--- src/riscv_isa_pkg.sv ---
// RV32I encodings for the execute cluster
// major opcodes, funct3/funct7 codes and immediate extraction

package riscv_isa_pkg;

  //////////////////////////////////////////////////
  // major opcodes (insn[6:0])
  //////////////////////////////////////////////////

  typedef enum logic [6:0] {
    OP     = 7'b0110011,  // register-register
    OP_IMM = 7'b0010011,  // register-immediate
    LUI    = 7'b0110111,  // load upper immediate
    AUIPC  = 7'b0010111   // add upper immediate to pc
  } opcode_t;

  //////////////////////////////////////////////////
  // funct3 codes, shared by OP and OP-IMM
  //////////////////////////////////////////////////

  localparam logic [2:0] F3_ADD  = 3'b000;  // ADD/SUB/ADDI
  localparam logic [2:0] F3_SLL  = 3'b001;
  localparam logic [2:0] F3_SLT  = 3'b010;
  localparam logic [2:0] F3_SLTU = 3'b011;
  localparam logic [2:0] F3_XOR  = 3'b100;
  localparam logic [2:0] F3_SR   = 3'b101;  // SRL/SRA, told apart by funct7
  localparam logic [2:0] F3_OR   = 3'b110;
  localparam logic [2:0] F3_AND  = 3'b111;

  // funct7 values
  localparam logic [6:0] F7_BASE = 7'b0000000;
  localparam logic [6:0] F7_ALT  = 7'b0100000;  // SUB, SRA, SRAI

  //////////////////////////////////////////////////
  // immediate formats
  //////////////////////////////////////////////////

  // I-type, imm[11:0] = insn[31:20], sign extended
  function automatic logic [31:0] imm_i(input logic [31:0] insn);
    return {{20{insn[31]}}, insn[31:20]};
  endfunction

  // U-type, imm[31:12] = insn[31:12], low bits zero
  function automatic logic [31:0] imm_u(input logic [31:0] insn);
    return {insn[31:12], 12'h000};
  endfunction

endpackage

--- src/r5p_ctl_pkg.sv ---
// decoded control record for the execute cluster
// operand select, operation and result sign enums

package r5p_ctl_pkg;

  //////////////////////////////////////////////////
  // operand select
  //////////////////////////////////////////////////

  typedef enum logic [1:0] {
    AI_R1_R2 = 2'd0,  // rs1, rs2
    AI_R1_II = 2'd1,  // rs1, I-immediate
    AI_PC_IU = 2'd2,  // pc, U-immediate (AUIPC)
    AI_Z_IU  = 2'd3   // zero, U-immediate (LUI)
  } ai_t;

  //////////////////////////////////////////////////
  // ALU operation
  //////////////////////////////////////////////////

  typedef enum logic [3:0] {
    AO_ADD  = 4'd0,
    AO_SUB  = 4'd1,
    AO_SLT  = 4'd2,
    AO_SLTU = 4'd3,
    AO_AND  = 4'd4,
    AO_OR   = 4'd5,
    AO_XOR  = 4'd6,
    AO_SLL  = 4'd7,
    AO_SRL  = 4'd8,
    AO_SRA  = 4'd9
  } ao_t;

  // adder operand extension
  typedef enum logic {
    R_SX = 1'b0,  // signed
    R_UX = 1'b1   // unsigned, SLTU/SLTIU
  } rt_t;

  // record broadcast from issue to every lane
  typedef struct packed {
    ai_t         ai;
    ao_t         ao;
    rt_t         rt;
    logic [31:0] imm;  // already picked by format
    logic [4:0]  rd;   // destination index
  } ctl_t;

endpackage

--- src/r5p_issue.sv ---
// issue stage with RV32I decode and illegal filter
// round-robin dispatch to the ALU lanes
`timescale 1ns/1ps

module r5p_issue import riscv_isa_pkg::*, r5p_ctl_pkg::*; #(
  parameter int unsigned XLEN  = 32,
  parameter int unsigned NLANE = 4
) (
  input  logic             clk,
  input  logic             rst_n,
  input  logic             in_valid,  // one strobe per insn
  input  logic [31:0]      insn,
  input  logic [XLEN-1:0]  pc,
  input  logic [XLEN-1:0]  rs1,
  input  logic [XLEN-1:0]  rs2,
  output logic [NLANE-1:0] lane_sel,  // one-hot for one cycle
  output ctl_t             ctl,
  output logic [XLEN-1:0]  op_pc,
  output logic [XLEN-1:0]  op_rs1,
  output logic [XLEN-1:0]  op_rs2
);

  localparam int unsigned PW = (NLANE > 1) ? $clog2(NLANE) : 1;

  opcode_t    opc;
  logic [2:0] f3;
  logic [6:0] f7;
  logic       is_op;     // register-register form
  logic       legal;
  ctl_t       ctl_d;
  logic [PW-1:0] ptr;    // next lane

  assign opc   = opcode_t'(insn[6:0]);
  assign f3    = insn[14:12];
  assign f7    = insn[31:25];
  assign is_op = (opc == OP);

  //////////////////////////////////////////////////
  // decode
  //////////////////////////////////////////////////

  always_comb begin
    ctl_d.ai  = AI_R1_R2;
    ctl_d.rt  = R_SX;
    ctl_d.imm = '0;
    ctl_d.rd  = insn[11:7];
    legal     = 1'b0;
    // operation from funct3 (OP-IMM ignores f7 except on shifts)
    case (f3)
      F3_ADD:  ctl_d.ao = (is_op && f7[5]) ? AO_SUB : AO_ADD;
      F3_SLL:  ctl_d.ao = AO_SLL;
      F3_SLT:  ctl_d.ao = AO_SLT;
      F3_SLTU: ctl_d.ao = AO_SLTU;
      F3_XOR:  ctl_d.ao = AO_XOR;
      F3_SR:   ctl_d.ao = f7[5] ? AO_SRA : AO_SRL;
      F3_OR:   ctl_d.ao = AO_OR;
      default: ctl_d.ao = AO_AND;  // F3_AND
    endcase
    if (f3 == F3_SLTU) ctl_d.rt = R_UX;  // unsigned compare
    case (opc)
      OP: begin
        ctl_d.ai = AI_R1_R2;
        // alt funct7 only on SUB and SRA
        legal = (f7 == F7_BASE) ||
                ((f7 == F7_ALT) && ((f3 == F3_ADD) || (f3 == F3_SR)));
      end
      OP_IMM: begin
        ctl_d.ai  = AI_R1_II;
        ctl_d.imm = imm_i(insn);
        case (f3)
          F3_SLL:  legal = (f7 == F7_BASE);
          F3_SR:   legal = (f7 == F7_BASE) || (f7 == F7_ALT);
          default: legal = 1'b1;  // f7 is immediate here
        endcase
      end
      LUI: begin
        ctl_d.ai  = AI_Z_IU;   // 0 + imm
        ctl_d.ao  = AO_ADD;
        ctl_d.rt  = R_SX;
        ctl_d.imm = imm_u(insn);
        legal     = 1'b1;
      end
      AUIPC: begin
        ctl_d.ai  = AI_PC_IU;  // pc + imm
        ctl_d.ao  = AO_ADD;
        ctl_d.rt  = R_SX;
        ctl_d.imm = imm_u(insn);
        legal     = 1'b1;
      end
      default: legal = 1'b0;   // loads, stores, branches etc. dropped
    endcase
  end

  //////////////////////////////////////////////////
  // dispatch
  //////////////////////////////////////////////////

  always_ff @(posedge clk) begin
    if (!rst_n) begin
      lane_sel <= '0;
      ptr      <= '0;
    end else begin
      lane_sel <= '0;
      if (in_valid && legal) begin
        lane_sel <= NLANE'(1) << ptr;
        ptr      <= (ptr == PW'(NLANE - 1)) ? '0 : ptr + 1'b1;  // wrap
      end
    end
  end

  // broadcast payload to all lanes
  always_ff @(posedge clk) begin
    if (in_valid && legal) begin
      ctl    <= ctl_d;
      op_pc  <= pc;
      op_rs1 <= rs1;
      op_rs2 <= rs2;
    end
  end

  // every legal insn reaches exactly one lane next cycle
  a_sel_onehot: assert property (@(posedge clk) disable iff (!rst_n)
    (in_valid && legal) |=> $onehot(lane_sel));

endmodule

--- src/r5p_alu.sv ---
// ALU lane: operand mux, adder, shifter, logic unit
// result and destination index registered per lane
`timescale 1ns/1ps

module r5p_alu import r5p_ctl_pkg::*; #(
  parameter int unsigned XLEN = 32
) (
  input  logic            clk,
  input  logic            rst_n,
  input  logic            sel,        // this lane takes the broadcast
  input  ctl_t            ctl,
  input  logic [XLEN-1:0] pc,
  input  logic [XLEN-1:0] rs1,
  input  logic [XLEN-1:0] rs2,
  output logic            res_valid,  // one-cycle pulse
  output logic [4:0]      res_rd,
  output logic [XLEN-1:0] res_data
);

  localparam int unsigned XLOG = $clog2(XLEN);

  logic [XLEN-1:0] in1;   // muxed operand 1
  logic [XLEN-1:0] in2;   // muxed operand 2
  logic [XLEN-1:0] imm;
  logic [XLEN:0]   op1;   // extended by one bit
  logic [XLEN:0]   op2;
  logic            inv;   // subtract
  logic [XLEN:0]   sum;   // top bit is less-than
  logic [XLOG-1:0] sa;    // shift amount
  logic [XLEN-1:0] rd;    // final result

  assign imm = XLEN'(ctl.imm);

  //////////////////////////////////////////////////
  // operand mux
  //////////////////////////////////////////////////

  always_comb begin
    case (ctl.ai)
      AI_R1_R2: begin
        in1 = rs1;
        in2 = rs2;
      end
      AI_R1_II: begin
        in1 = rs1;
        in2 = imm;
      end
      AI_PC_IU: begin
        in1 = pc;   // AUIPC
        in2 = imm;
      end
      default: begin
        in1 = '0;   // LUI, zero base
        in2 = imm;
      end
    endcase
  end

  //////////////////////////////////////////////////
  // adder
  //////////////////////////////////////////////////

  // sign or zero extension for the compare bit
  always_comb begin
    if (ctl.rt == R_UX) begin
      op1 = {1'b0, in1};
      op2 = {1'b0, in2};
    end else begin
      op1 = {in1[XLEN-1], in1};
      op2 = {in2[XLEN-1], in2};
    end
  end

  assign inv = (ctl.ao == AO_SUB) || (ctl.ao == AO_SLT) || (ctl.ao == AO_SLTU);

  // two's complement subtract via invert and carry in
  assign sum = op1 + (inv ? ~op2 : op2) + (XLEN+1)'(inv);

  //////////////////////////////////////////////////
  // shifter and result mux
  //////////////////////////////////////////////////

  // register amount for OP, shamt field for OP-IMM
  assign sa = (ctl.ai == AI_R1_R2) ? rs2[XLOG-1:0] : imm[XLOG-1:0];

  always_comb begin
    case (ctl.ao)
      AO_ADD,
      AO_SUB:  rd = sum[XLEN-1:0];
      AO_SLT,
      AO_SLTU: rd = XLEN'(sum[XLEN]);       // sign of difference
      AO_AND:  rd = in1 & in2;
      AO_OR:   rd = in1 | in2;
      AO_XOR:  rd = in1 ^ in2;
      AO_SLL:  rd = in1 << sa;
      AO_SRL:  rd = in1 >> sa;
      AO_SRA:  rd = $unsigned($signed(in1) >>> sa);  // arithmetic
      default: rd = '0;
    endcase
  end

  //////////////////////////////////////////////////
  // result register
  //////////////////////////////////////////////////

  always_ff @(posedge clk) begin
    if (!rst_n) res_valid <= 1'b0;
    else        res_valid <= sel;  // one edge behind sel
  end

  always_ff @(posedge clk) begin
    if (sel) begin
      res_rd   <= ctl.rd;
      res_data <= rd;
    end
  end

  // issue must hand over a real operation with every select
  a_ao_known: assert property (@(posedge clk) disable iff (!rst_n)
    sel |-> (!$isunknown(ctl.ao) &&
             (ctl.ao inside {AO_ADD, AO_SUB, AO_SLT, AO_SLTU, AO_AND,
                             AO_OR, AO_XOR, AO_SLL, AO_SRL, AO_SRA})));

endmodule

--- src/r5p_retire.sv ---
// retire stage: merges lane results in issue order
// x0 write suppression and retired-instruction counter
`timescale 1ns/1ps

module r5p_retire #(
  parameter int unsigned NLANE = 4,
  parameter int unsigned XLEN  = 32
) (
  input  logic                       clk,
  input  logic                       rst_n,
  input  logic [NLANE-1:0]           res_valid,
  input  logic [NLANE-1:0][4:0]      res_rd,
  input  logic [NLANE-1:0][XLEN-1:0] res_data,
  output logic                       out_valid,
  output logic [4:0]                 out_rd,
  output logic [XLEN-1:0]            out_data,
  output logic [31:0]                instret
);

  logic            any;      // some lane finished
  logic [4:0]      mrg_rd;
  logic [XLEN-1:0] mrg_data;

  // AND-OR merge, at most one lane is valid
  always_comb begin
    mrg_rd   = '0;
    mrg_data = '0;
    for (int i = 0; i < NLANE; i++) begin
      mrg_rd   |= res_rd[i]   & {5{res_valid[i]}};
      mrg_data |= res_data[i] & {XLEN{res_valid[i]}};
    end
  end

  assign any = |res_valid;

  always_ff @(posedge clk) begin
    if (!rst_n) begin
      out_valid <= 1'b0;
      instret   <= '0;
    end else begin
      out_valid <= any;
      if (any) instret <= instret + 32'd1;
    end
  end

  always_ff @(posedge clk) begin
    if (any) begin
      out_rd   <= mrg_rd;
      out_data <= (mrg_rd == 5'd0) ? '0 : mrg_data;  // x0 reads as zero
    end
  end

  // round-robin issue keeps lanes from finishing together
  a_one_lane: assert property (@(posedge clk) disable iff (!rst_n)
    $onehot0(res_valid));

endmodule

--- src/r5p_exu.sv ---
// execute cluster top level
// issue, NLANE ALU lanes and retire
`timescale 1ns/1ps

module r5p_exu import r5p_ctl_pkg::*; #(
  parameter int unsigned XLEN  = 32,
  parameter int unsigned NLANE = 4
) (
  input  logic            clk,
  input  logic            rst_n,
  input  logic            in_valid,
  input  logic [31:0]     insn,
  input  logic [XLEN-1:0] pc,
  input  logic [XLEN-1:0] rs1,
  input  logic [XLEN-1:0] rs2,
  output logic            out_valid,  // 3 edges after in_valid
  output logic [4:0]      out_rd,
  output logic [XLEN-1:0] out_data,
  output logic [31:0]     instret
);

  logic [NLANE-1:0]           lane_sel;
  ctl_t                       ctl;       // broadcast to all lanes
  logic [XLEN-1:0]            op_pc;
  logic [XLEN-1:0]            op_rs1;
  logic [XLEN-1:0]            op_rs2;
  logic [NLANE-1:0]           res_valid;
  logic [NLANE-1:0][4:0]      res_rd;
  logic [NLANE-1:0][XLEN-1:0] res_data;

  r5p_issue #(.XLEN(XLEN), .NLANE(NLANE)) i_issue (
    .clk, .rst_n, .in_valid, .insn, .pc, .rs1, .rs2,
    .lane_sel, .ctl, .op_pc, .op_rs1, .op_rs2
  );

  for (genvar l = 0; l < NLANE; l++) begin : gen_lane
    r5p_alu #(.XLEN(XLEN)) i_alu (
      .clk, .rst_n,
      .sel       (lane_sel[l]),
      .ctl,
      .pc        (op_pc),
      .rs1       (op_rs1),
      .rs2       (op_rs2),
      .res_valid (res_valid[l]),
      .res_rd    (res_rd[l]),
      .res_data  (res_data[l])
    );
  end

  r5p_retire #(.NLANE(NLANE), .XLEN(XLEN)) i_retire (
    .clk, .rst_n, .res_valid, .res_rd, .res_data,
    .out_valid, .out_rd, .out_data, .instret
  );

endmodule

--- config.mk ---
export PLATFORM = sky130hd
export DESIGN_NAME = r5p_exu
export DESIGN_NICKNAME = d
export VERILOG_FILES = /design/src/riscv_isa_pkg.sv /design/src/r5p_ctl_pkg.sv /design/src/r5p_issue.sv /design/src/r5p_alu.sv /design/src/r5p_retire.sv /design/src/r5p_exu.sv
export SDC_FILE = /design/constraint.sdc
export NUM_CORES = 1
export LEC_CHECK = 0
export BUFFER_PORTS_ARGS = -buffer_cell sky130_fd_sc_hd__buf_2
export CAP_MARGIN = 5
export CORE_MARGIN = 2
export CORE_UTILIZATION = 50
export DETAILED_ROUTE_END_ITERATION = 6
export PLACE_DENSITY = 0.75
export SYNTH_ARGS = -nofsm -noshare
export SYNTH_HDL_FRONTEND = slang
export SYNTH_SLANG_ARGS = --single-unit
export TNS_END_PERCENT = 100
--- constraint.sdc ---
create_clock -name clk -period 5.5 [get_ports clk]
set_input_delay 0 -clock clk [delete_from_list [all_inputs] [get_ports clk]]
set_output_delay 0 -clock clk [all_outputs]
set_load 0.01 [all_outputs]
==> impl_metrics.env, run 1 <==
export IMPL_status="finished, final reports clean"
export IMPL_nNetsFinal=2486
export IMPL_period_needed_ns=4.94
export IMPL_max_clock_freq_ghz=0.202
export IMPL_yosys_top_cells_count="325 x edfxtp_1, 129 x a21oi_1, 122 x nand2_1"
export IMPL_rsz0062_at_grt="no"
export IMPL_post_dp_hpwl_mm=54.8
export IMPL_cts_setup_buffers=0
export IMPL_die_h_um=212
export IMPL_overflow=0
export IMPL_arrival_ns=5.39
export IMPL_ys_async_sr_fraction_pct=0
export IMPL_grt_pass1_wl_mm=111
export IMPL_total_power_uw=5940
export IMPL_die_w_um=212
export IMPL_coreArea_um2=42900
export IMPL_place_ws_ns=0.777
export IMPL_yosysTopAreaCell="edfxtp_1"
export IMPL_cp_end_kind="flop"
export IMPL_maxSlewViolCount=0
export IMPL_required_ns=5.95
export IMPL_r2r_slack_ns=0.56
export IMPL_path_max_fanout=47
export IMPL_fin_crit_sh_pct=89.8
export IMPL_timing_max_slew_rel_slack_pct=22.4
export IMPL_p_leak_uw=0.00948
export IMPL_gp_congestion=1.07
export IMPL_cts_root_buf="clkbuf_16"
export IMPL_vias_per_cell=6.20
export IMPL_tightest_slew_ns=1.16
export IMPL_initial_core_util_pct=50.4
export IMPL_synthesis_nets=2180
export IMPL_crit_slowest_cell="nor2b_4"
export IMPL_skew_ns=0.0413
export IMPL_cts_htree_levels=2
export IMPL_syn_avg_cell_area_um2=11.1
export IMPL_io_pins=201
export IMPL_ys_ff_latch=368
export IMPL_synth_edf_count=325
export IMPL_r2r_cells=12
export IMPL_setup_viol=0
export IMPL_maxCapViolations=0
export IMPL_grt_usage_pct=33.7
export IMPL_clk_latency_ns=0.59
export IMPL_synth_most_common_cell="edfxtp_1"
export IMPL_die_area_um2=44900
export IMPL_crit_top_cell="buf_4"
export IMPL_cts_sinks=368
export IMPL_r2r_end="gen_lane[3].i_alu.res_data[3]$_DFFE_PP_"
export IMPL_drt_initial_drc_count=1651
export IMPL_holdPathStages=2
export IMPL_ys_types=97
export IMPL_synth_top_area_share_pct=45.2
export IMPL_vdd_drop_max_uv=299
export IMPL_antenna_found_initial=3
export IMPL_cts_buffers_inserted=38
export IMPL_max_clock_path_buffers=3
export IMPL_drive_gt1_share_pct=18.3
export IMPL_wl_mm=75.9
export IMPL_cpPeakStageDelay_ns=0.61
export IMPL_hold_violations=0
export IMPL_powerDensity_nw_per_um2=230
export IMPL_clkTransAtPathRegs_ns=0.07
export IMPL_rows=76
export IMPL_synth_area_um2=21600
export IMPL_tns_ns=0
export IMPL_ys_flop_type="edfxtp_1"
export IMPL_holdWs_ns=0.101
export IMPL_num_vias=17793
export IMPL_ant_nets=0
export IMPL_grt_max_degree=100
export IMPL_yosysWarnings=0
export IMPL_crit_chain="buf_4 -> nor2b_4 -> a21o_1 -> inv_1 -> mux2_2 -> mux2i_1 -> a21oi_1 -> nand2_1 -> a22oi_1 -> o311ai_0 -> buf_2 -> buf_4"
export IMPL_yosys_top_cells_area="edfxtp_1 45%, ha_1 5.7%, dfxtp_1 4.0%, a22oi_1 3.7%, mux2i_1 3.7%"
export IMPL_port_buffers=200
export IMPL_min_from="in_valid"
export IMPL_syn2layout_area_growth_pct=19.7
export IMPL_cts_tree="built"
export IMPL_criticalPathCategory="flop to flop"
export IMPL_startpoint_type="flop"
export IMPL_synth_cells=1950
export IMPL_min_to="i_issue.op_rs2[29]$_DFFE_PP_"
export IMPL_critPathTopFamily="compound AO/OA/AOI/OAI gates"
export IMPL_grt_pass1_vias=17502
export IMPL_drt_wirelength_per_cell_um=26.4
export IMPL_drc=0
export IMPL_cp_num_buf_inv=4
export IMPL_finalWorstSetupSlack_ns=0.558
export IMPL_worstReg2RegStart="i_issue.ctl[43]$_SDFFCE_PN0P_"
export IMPL_yosysSeqAreaShare_pct=49.2
export IMPL_first_pass_iters=7
export IMPL_hold_path_class="input pin to flop"
==> sequential cells by signal, summed over array words and instances, names as in the netlist, 5 cells and up <==
signal                   count
gen_lane.i_alu.res_data    128
gen_lane.i_alu.res_rd       20
i_retire.out_data           32
i_issue.op_pc               32
i_issue.ctl                 44
i_issue.op_rs2              32
i_issue.op_rs1              32
i_retire.instret            32
i_retire.out_rd              5
==> how the worst max path moves through the flow <==
| stage | cells after the start | from | to | slack, ns |
|---|---|---|---|---|
| 4_1_cts | 12 | i_issue.ctl[43]$_SDFFCE_PN0P_ | gen_lane[2].i_alu.res_data[3]$_DFFE_PP_ | 0.73 |
| 5_1_grt | 12 | i_issue.ctl[42]$_SDFFCE_PN0P_ | gen_lane[2].i_alu.res_data[31]$_DFFE_PP_ | 0.51 |
| 3_5_place_dp | 12 | i_issue.ctl[43]$_SDFFCE_PN0P_ | gen_lane[3].i_alu.res_data[3]$_DFFE_PP_ | 0.78 |
| 2_1_floorplan | 7 | insn[14] | i_issue.lane_sel[2]$_SDFF_PN0_ | 0.55 |
| 3_3_place_gp | 11 | i_issue.ctl[43]$_SDFFCE_PN0P_ | gen_lane[1].i_alu.res_data[3]$_DFFE_PP_ | 0.06 |
| 6_report | 12 | i_issue.ctl[43]$_SDFFCE_PN0P_ | gen_lane[3].i_alu.res_data[3]$_DFFE_PP_ | 0.56 |
==> power breakdown <==
group / internal, uW / switching, uW / total, uW
clock: 1480 / 1100 / 2590
combinational: 159 / 164 / 323
sequential: 3030 / 4.49 / 3030
==> cell usage in the layout (no fill, tap or decap), drive strengths merged, types with 8 or more instances in the layout <==
cell,instances
a211o,9
a211oi,26
a21o,40
a21oi,130
a221oi,16
a22oi,108
a31oi,19
and2,52
and3,13
buf,268
clkbuf,45
clkinv,19
dfxtp,43
dlygate4sd3,126
edfxtp,325
ha,98
inv,78
mux2,31
mux2i,81
mux4,19
nand2,123
nand2b,18
nand3,34
nand3b,15
nand4,17
nor2,97
nor2b,24
nor3,26
nor4,8
o2111ai,8
o211ai,31
o21a,13
o21ai,99
o221ai,13
o22ai,10
or3,10
xnor2,70
xor2,14
==> what timing repair did <==
item                                   4_1_cts  5_1_grt
endpoints found under the hold margin      174        0
gates resized for setup                      0        0
hold buffers                               126        0
==> cell families (layout without fill, tap and decap cells) <==
family,Yosys count,after routing,share of synthesized area [%]
AOI/OAI and AO/OA,591,591,18.7
other,0,1,0
xor gates and xnor gates,84,84,3.41
DFF,368,368,49.2
and+or+nand+nor,471,471,11.3
muxes,131,131,7.43
adders and majority gates,99,99,5.77
buffers and inverters,206,542,4.24
==> cell type report <==
type                            count  area, um^2
Antenna cell                        1        2.50
Timing Repair Buffer              394        2800
Multi-Input combinational cell   1376       10100
Clock inverter                     25         283
Inverter                           78         295
Sequential cell                   368       10600
Fill cell                        3430       17000
Clock buffer                       45         977
Tap cell                          585         732
==> worst register-to-register path: stages, from the launching register on <==
cell and delay (ns):
edfxtp_1 0.49, buf_4 0.45, nor2b_4 0.64, a21o_1 0.55
inv_1 0.34, mux2_2 0.36, mux2i_1 0.51, a21oi_1 0.30
nand2_1 0.17, a22oi_1 0.12, o311ai_0 0.45, buf_2 0.27
buf_4 0.15
==> metal layers <==
metal  vias to the layer above  track usage (%)  share of wire (%)
met4                         2             21.5                7.3
met5                         -                0              0.016
li1                       8054                -                  -
met1                      8662             41.8                 39
met2                       851             55.9                 47
met3                       224             4.52                6.4
==> stage by stage <==
step | util (%) | area, um^2 | instances
after floorplan | - | 21600 | 1950
after global routing | 60.3 | 25800 | 2872
after global placement | 54.4 | 23300 | 2674
after detailed placement | 54.4 | 23300 | 2675
final | 60.3 | 25800 | 2872
after CTS | 60.3 | 25800 | 2871
Note: power is estimated with default switching activity, not from simulation.
==> run 2: changes to the inputs <==
CORE_UTILIZATION = 61   (was 50)
PLACE_DENSITY = 0.88   (was 0.75)
==> impl_metrics.env, run 2 (same netlist as run 1, synthesis figures left out) <==
export IMPL_io_pins=201
export IMPL_rows=68
export IMPL_vias_per_cell=6.82
export IMPL_cts_root_buf="clkbuf_16"
export IMPL_gp_congestion=1.10
export IMPL_dp_cells=2525
export IMPL_antenna_found_initial=1
export IMPL_nNetsFinal=2463
export IMPL_largest_reg_flops=128
export IMPL_port_buffers=200
export IMPL_finalWorstSetupSlack_ns=0.427
export IMPL_final_common_cell="edfxtp_1"
export IMPL_drt_initial_drc_count=2568
export IMPL_coreArea_um2=34700
export IMPL_die_w_um=192
export IMPL_cts_buffers_inserted=35
export IMPL_cts_setup_buffers=0
export IMPL_layoutNonFillerInstCount=2712
export IMPL_path_max_fanout=47
export IMPL_status="finished, final reports clean"
export IMPL_max_clock_freq_ghz=0.197
export IMPL_hold_path_class="input pin to flop"
export IMPL_holdPathStages=2
export IMPL_hold_violations=0
export IMPL_max_clock_path_buffers=3
export IMPL_die_h_um=192
export IMPL_rsz0062_at_grt="no"
export IMPL_grt_pass1_vias=17677
export IMPL_cts_htree_levels=2
export IMPL_top_regs="gen_lane.i_alu.res_data (128), i_issue.ctl (44)"
export IMPL_total_power_uw=5810
export IMPL_top_register="gen_lane.i_alu.res_data"
export IMPL_required_ns=5.67
export IMPL_num_vias=18505
export IMPL_p_leak_uw=0.00933
export IMPL_tns_ns=0
export IMPL_startpoint_type="flop"
export IMPL_period_needed_ns=5.07
export IMPL_timing_max_slew_rel_slack_pct=10.8
export IMPL_maxSlewViolCount=0
export IMPL_setup_viol=0
export IMPL_min_to="i_issue.op_rs2[14]$_DFFE_PP_"
export IMPL_most_common_layout_cells="325 x edfxtp_1, 200 x buf_2, 129 x a21oi_1, 126 x dlygate4sd3_1, 122 x nand2_1"
export IMPL_syn2layout_area_growth_pct=17.7
export IMPL_first_pass_iters=6
export IMPL_post_dp_hpwl_mm=51.2
export IMPL_clkTransAtPathRegs_ns=0.08
export IMPL_powerDensity_nw_per_um2=229
export IMPL_drc=0
export IMPL_clk_latency_ns=0.59
export IMPL_wl_mm=74.7
export IMPL_vdd_drop_max_uv=359
export IMPL_place_ws_ns=0.925
export IMPL_die_area_um2=36900
export IMPL_grt_max_degree=112
export IMPL_tightest_slew_ns=1.32
export IMPL_ant_nets=0
export IMPL_grt_pass1_wl_mm=109
export IMPL_cts_tree="built"
export IMPL_worstReg2RegStart="i_issue.ctl[43]$_SDFFCE_PN0P_"
export IMPL_criticalPathCategory="flop to flop"
export IMPL_r2r_slack_ns=0.43
export IMPL_initial_core_util_pct=62.2
export IMPL_r2r_end="gen_lane[0].i_alu.res_data[3]$_DFFE_PP_"
export IMPL_arrival_ns=5.24
export IMPL_drive_gt1_share_pct=17.2
export IMPL_overflow=0
export IMPL_cp_end_kind="flop"
export IMPL_maxCapViolations=0
export IMPL_drt_wirelength_per_cell_um=27.5
export IMPL_cts_sinks=368
export IMPL_grt_usage_pct=40.3
export IMPL_fin_crit_sh_pct=92.2
export IMPL_skew_ns=0.0427
export IMPL_r2r_cells=9
export IMPL_min_from="in_valid"
run 2: cell types whose count changed in the layout (fill, tap and decap cells not counted), moves of 2 or more:
cell       delta
clkinv_2      -4
clkbuf_16     -3
clkinv_4      -3
buf_4        -19
clkbuf_1      +3
clkbuf_4      +2
clkinv_1      -3
run 2: power by group:
part | total, uW | switching [uW] | internal, uW | leakage (uW)
Combinational | 323 | 165 | 158 | 0.00569
Clock | 2460 | 1060 | 1400 | 0.000547
Sequential | 3030 | 5.82 | 3020 | 0.00310
run 2: worst max-delay path, stage by stage (launching register included):
cell      delay (ns)
edfxtp_1        0.51
buf_4           0.45
nor2b_4         0.62
a22oi_1         0.52
mux2_2          0.46
mux2i_1         0.46
a21oi_1         0.24
nand2_1         0.16
a22oi_1         0.10
o311ai_0        1.11
run 2: worst max-delay path by stage:
stage | endpoint | depth (start not counted) | from
after floorplan | i_issue.lane_sel[2]$_SDFF_PN0_ | 7 | insn[14]
after global placement | gen_lane[0].i_alu.res_data[15]$_DFFE_PP_ | 11 | i_issue.ctl[43]$_SDFFCE_PN0P_
after detailed placement | gen_lane[0].i_alu.res_data[3]$_DFFE_PP_ | 9 | i_issue.ctl[43]$_SDFFCE_PN0P_
after CTS | gen_lane[0].i_alu.res_data[3]$_DFFE_PP_ | 9 | i_issue.ctl[43]$_SDFFCE_PN0P_
after global routing | gen_lane[3].i_alu.res_data[3]$_DFFE_PP_ | 9 | i_issue.ctl[43]$_SDFFCE_PN0P_
final | gen_lane[0].i_alu.res_data[3]$_DFFE_PP_ | 9 | i_issue.ctl[43]$_SDFFCE_PN0P_
run 2: final cells by class:
| cell class | count | area [um^2] |
|---|---|---|
| Sequential cell | 368 | 10600 |
| Clock inverter | 12 | 194 |
| Clock buffer | 48 | 942 |
| Timing Repair Buffer | 374 | 2650 |
| Antenna cell | 1 | 2.50 |
| Multi-Input combinational cell | 1376 | 10100 |
| Inverter | 78 | 295 |
| Tap cell | 455 | 569 |
| Fill cell | 2254 | 9300 |
run 2: repair_timing:
item	CTS	global route
resized for setup	0	0
hold buffers	126	0
setup endpoints to repair	0	0
endpoints found under the hold margin	169	0
run 2: through the flow:
stage	util (%)	hold WS, ns	area (um^2)
after global placement	66.3	0.176	23000
after floorplan	-	0.0989	21600
after global routing	73.2	0.0655	25400
after detailed placement	66.3	0.178	23000
final	73.2	0.0344	25400
after CTS	73.2	0.0242	25400
run 2: routing by layer:
| layer | vias to the layer above | global-route usage [%] | wire length (um) |
|---|---|---|---|
| met5 | - | 0 | 11 |
| met2 | 1356 | 63.9 | 34300 |
| met4 | 2 | 28.6 | 6190 |
| met1 | 8821 | 49.7 | 26400 |
| met3 | 321 | 7.71 | 7750 |
| li1 | 8005 | - | - |
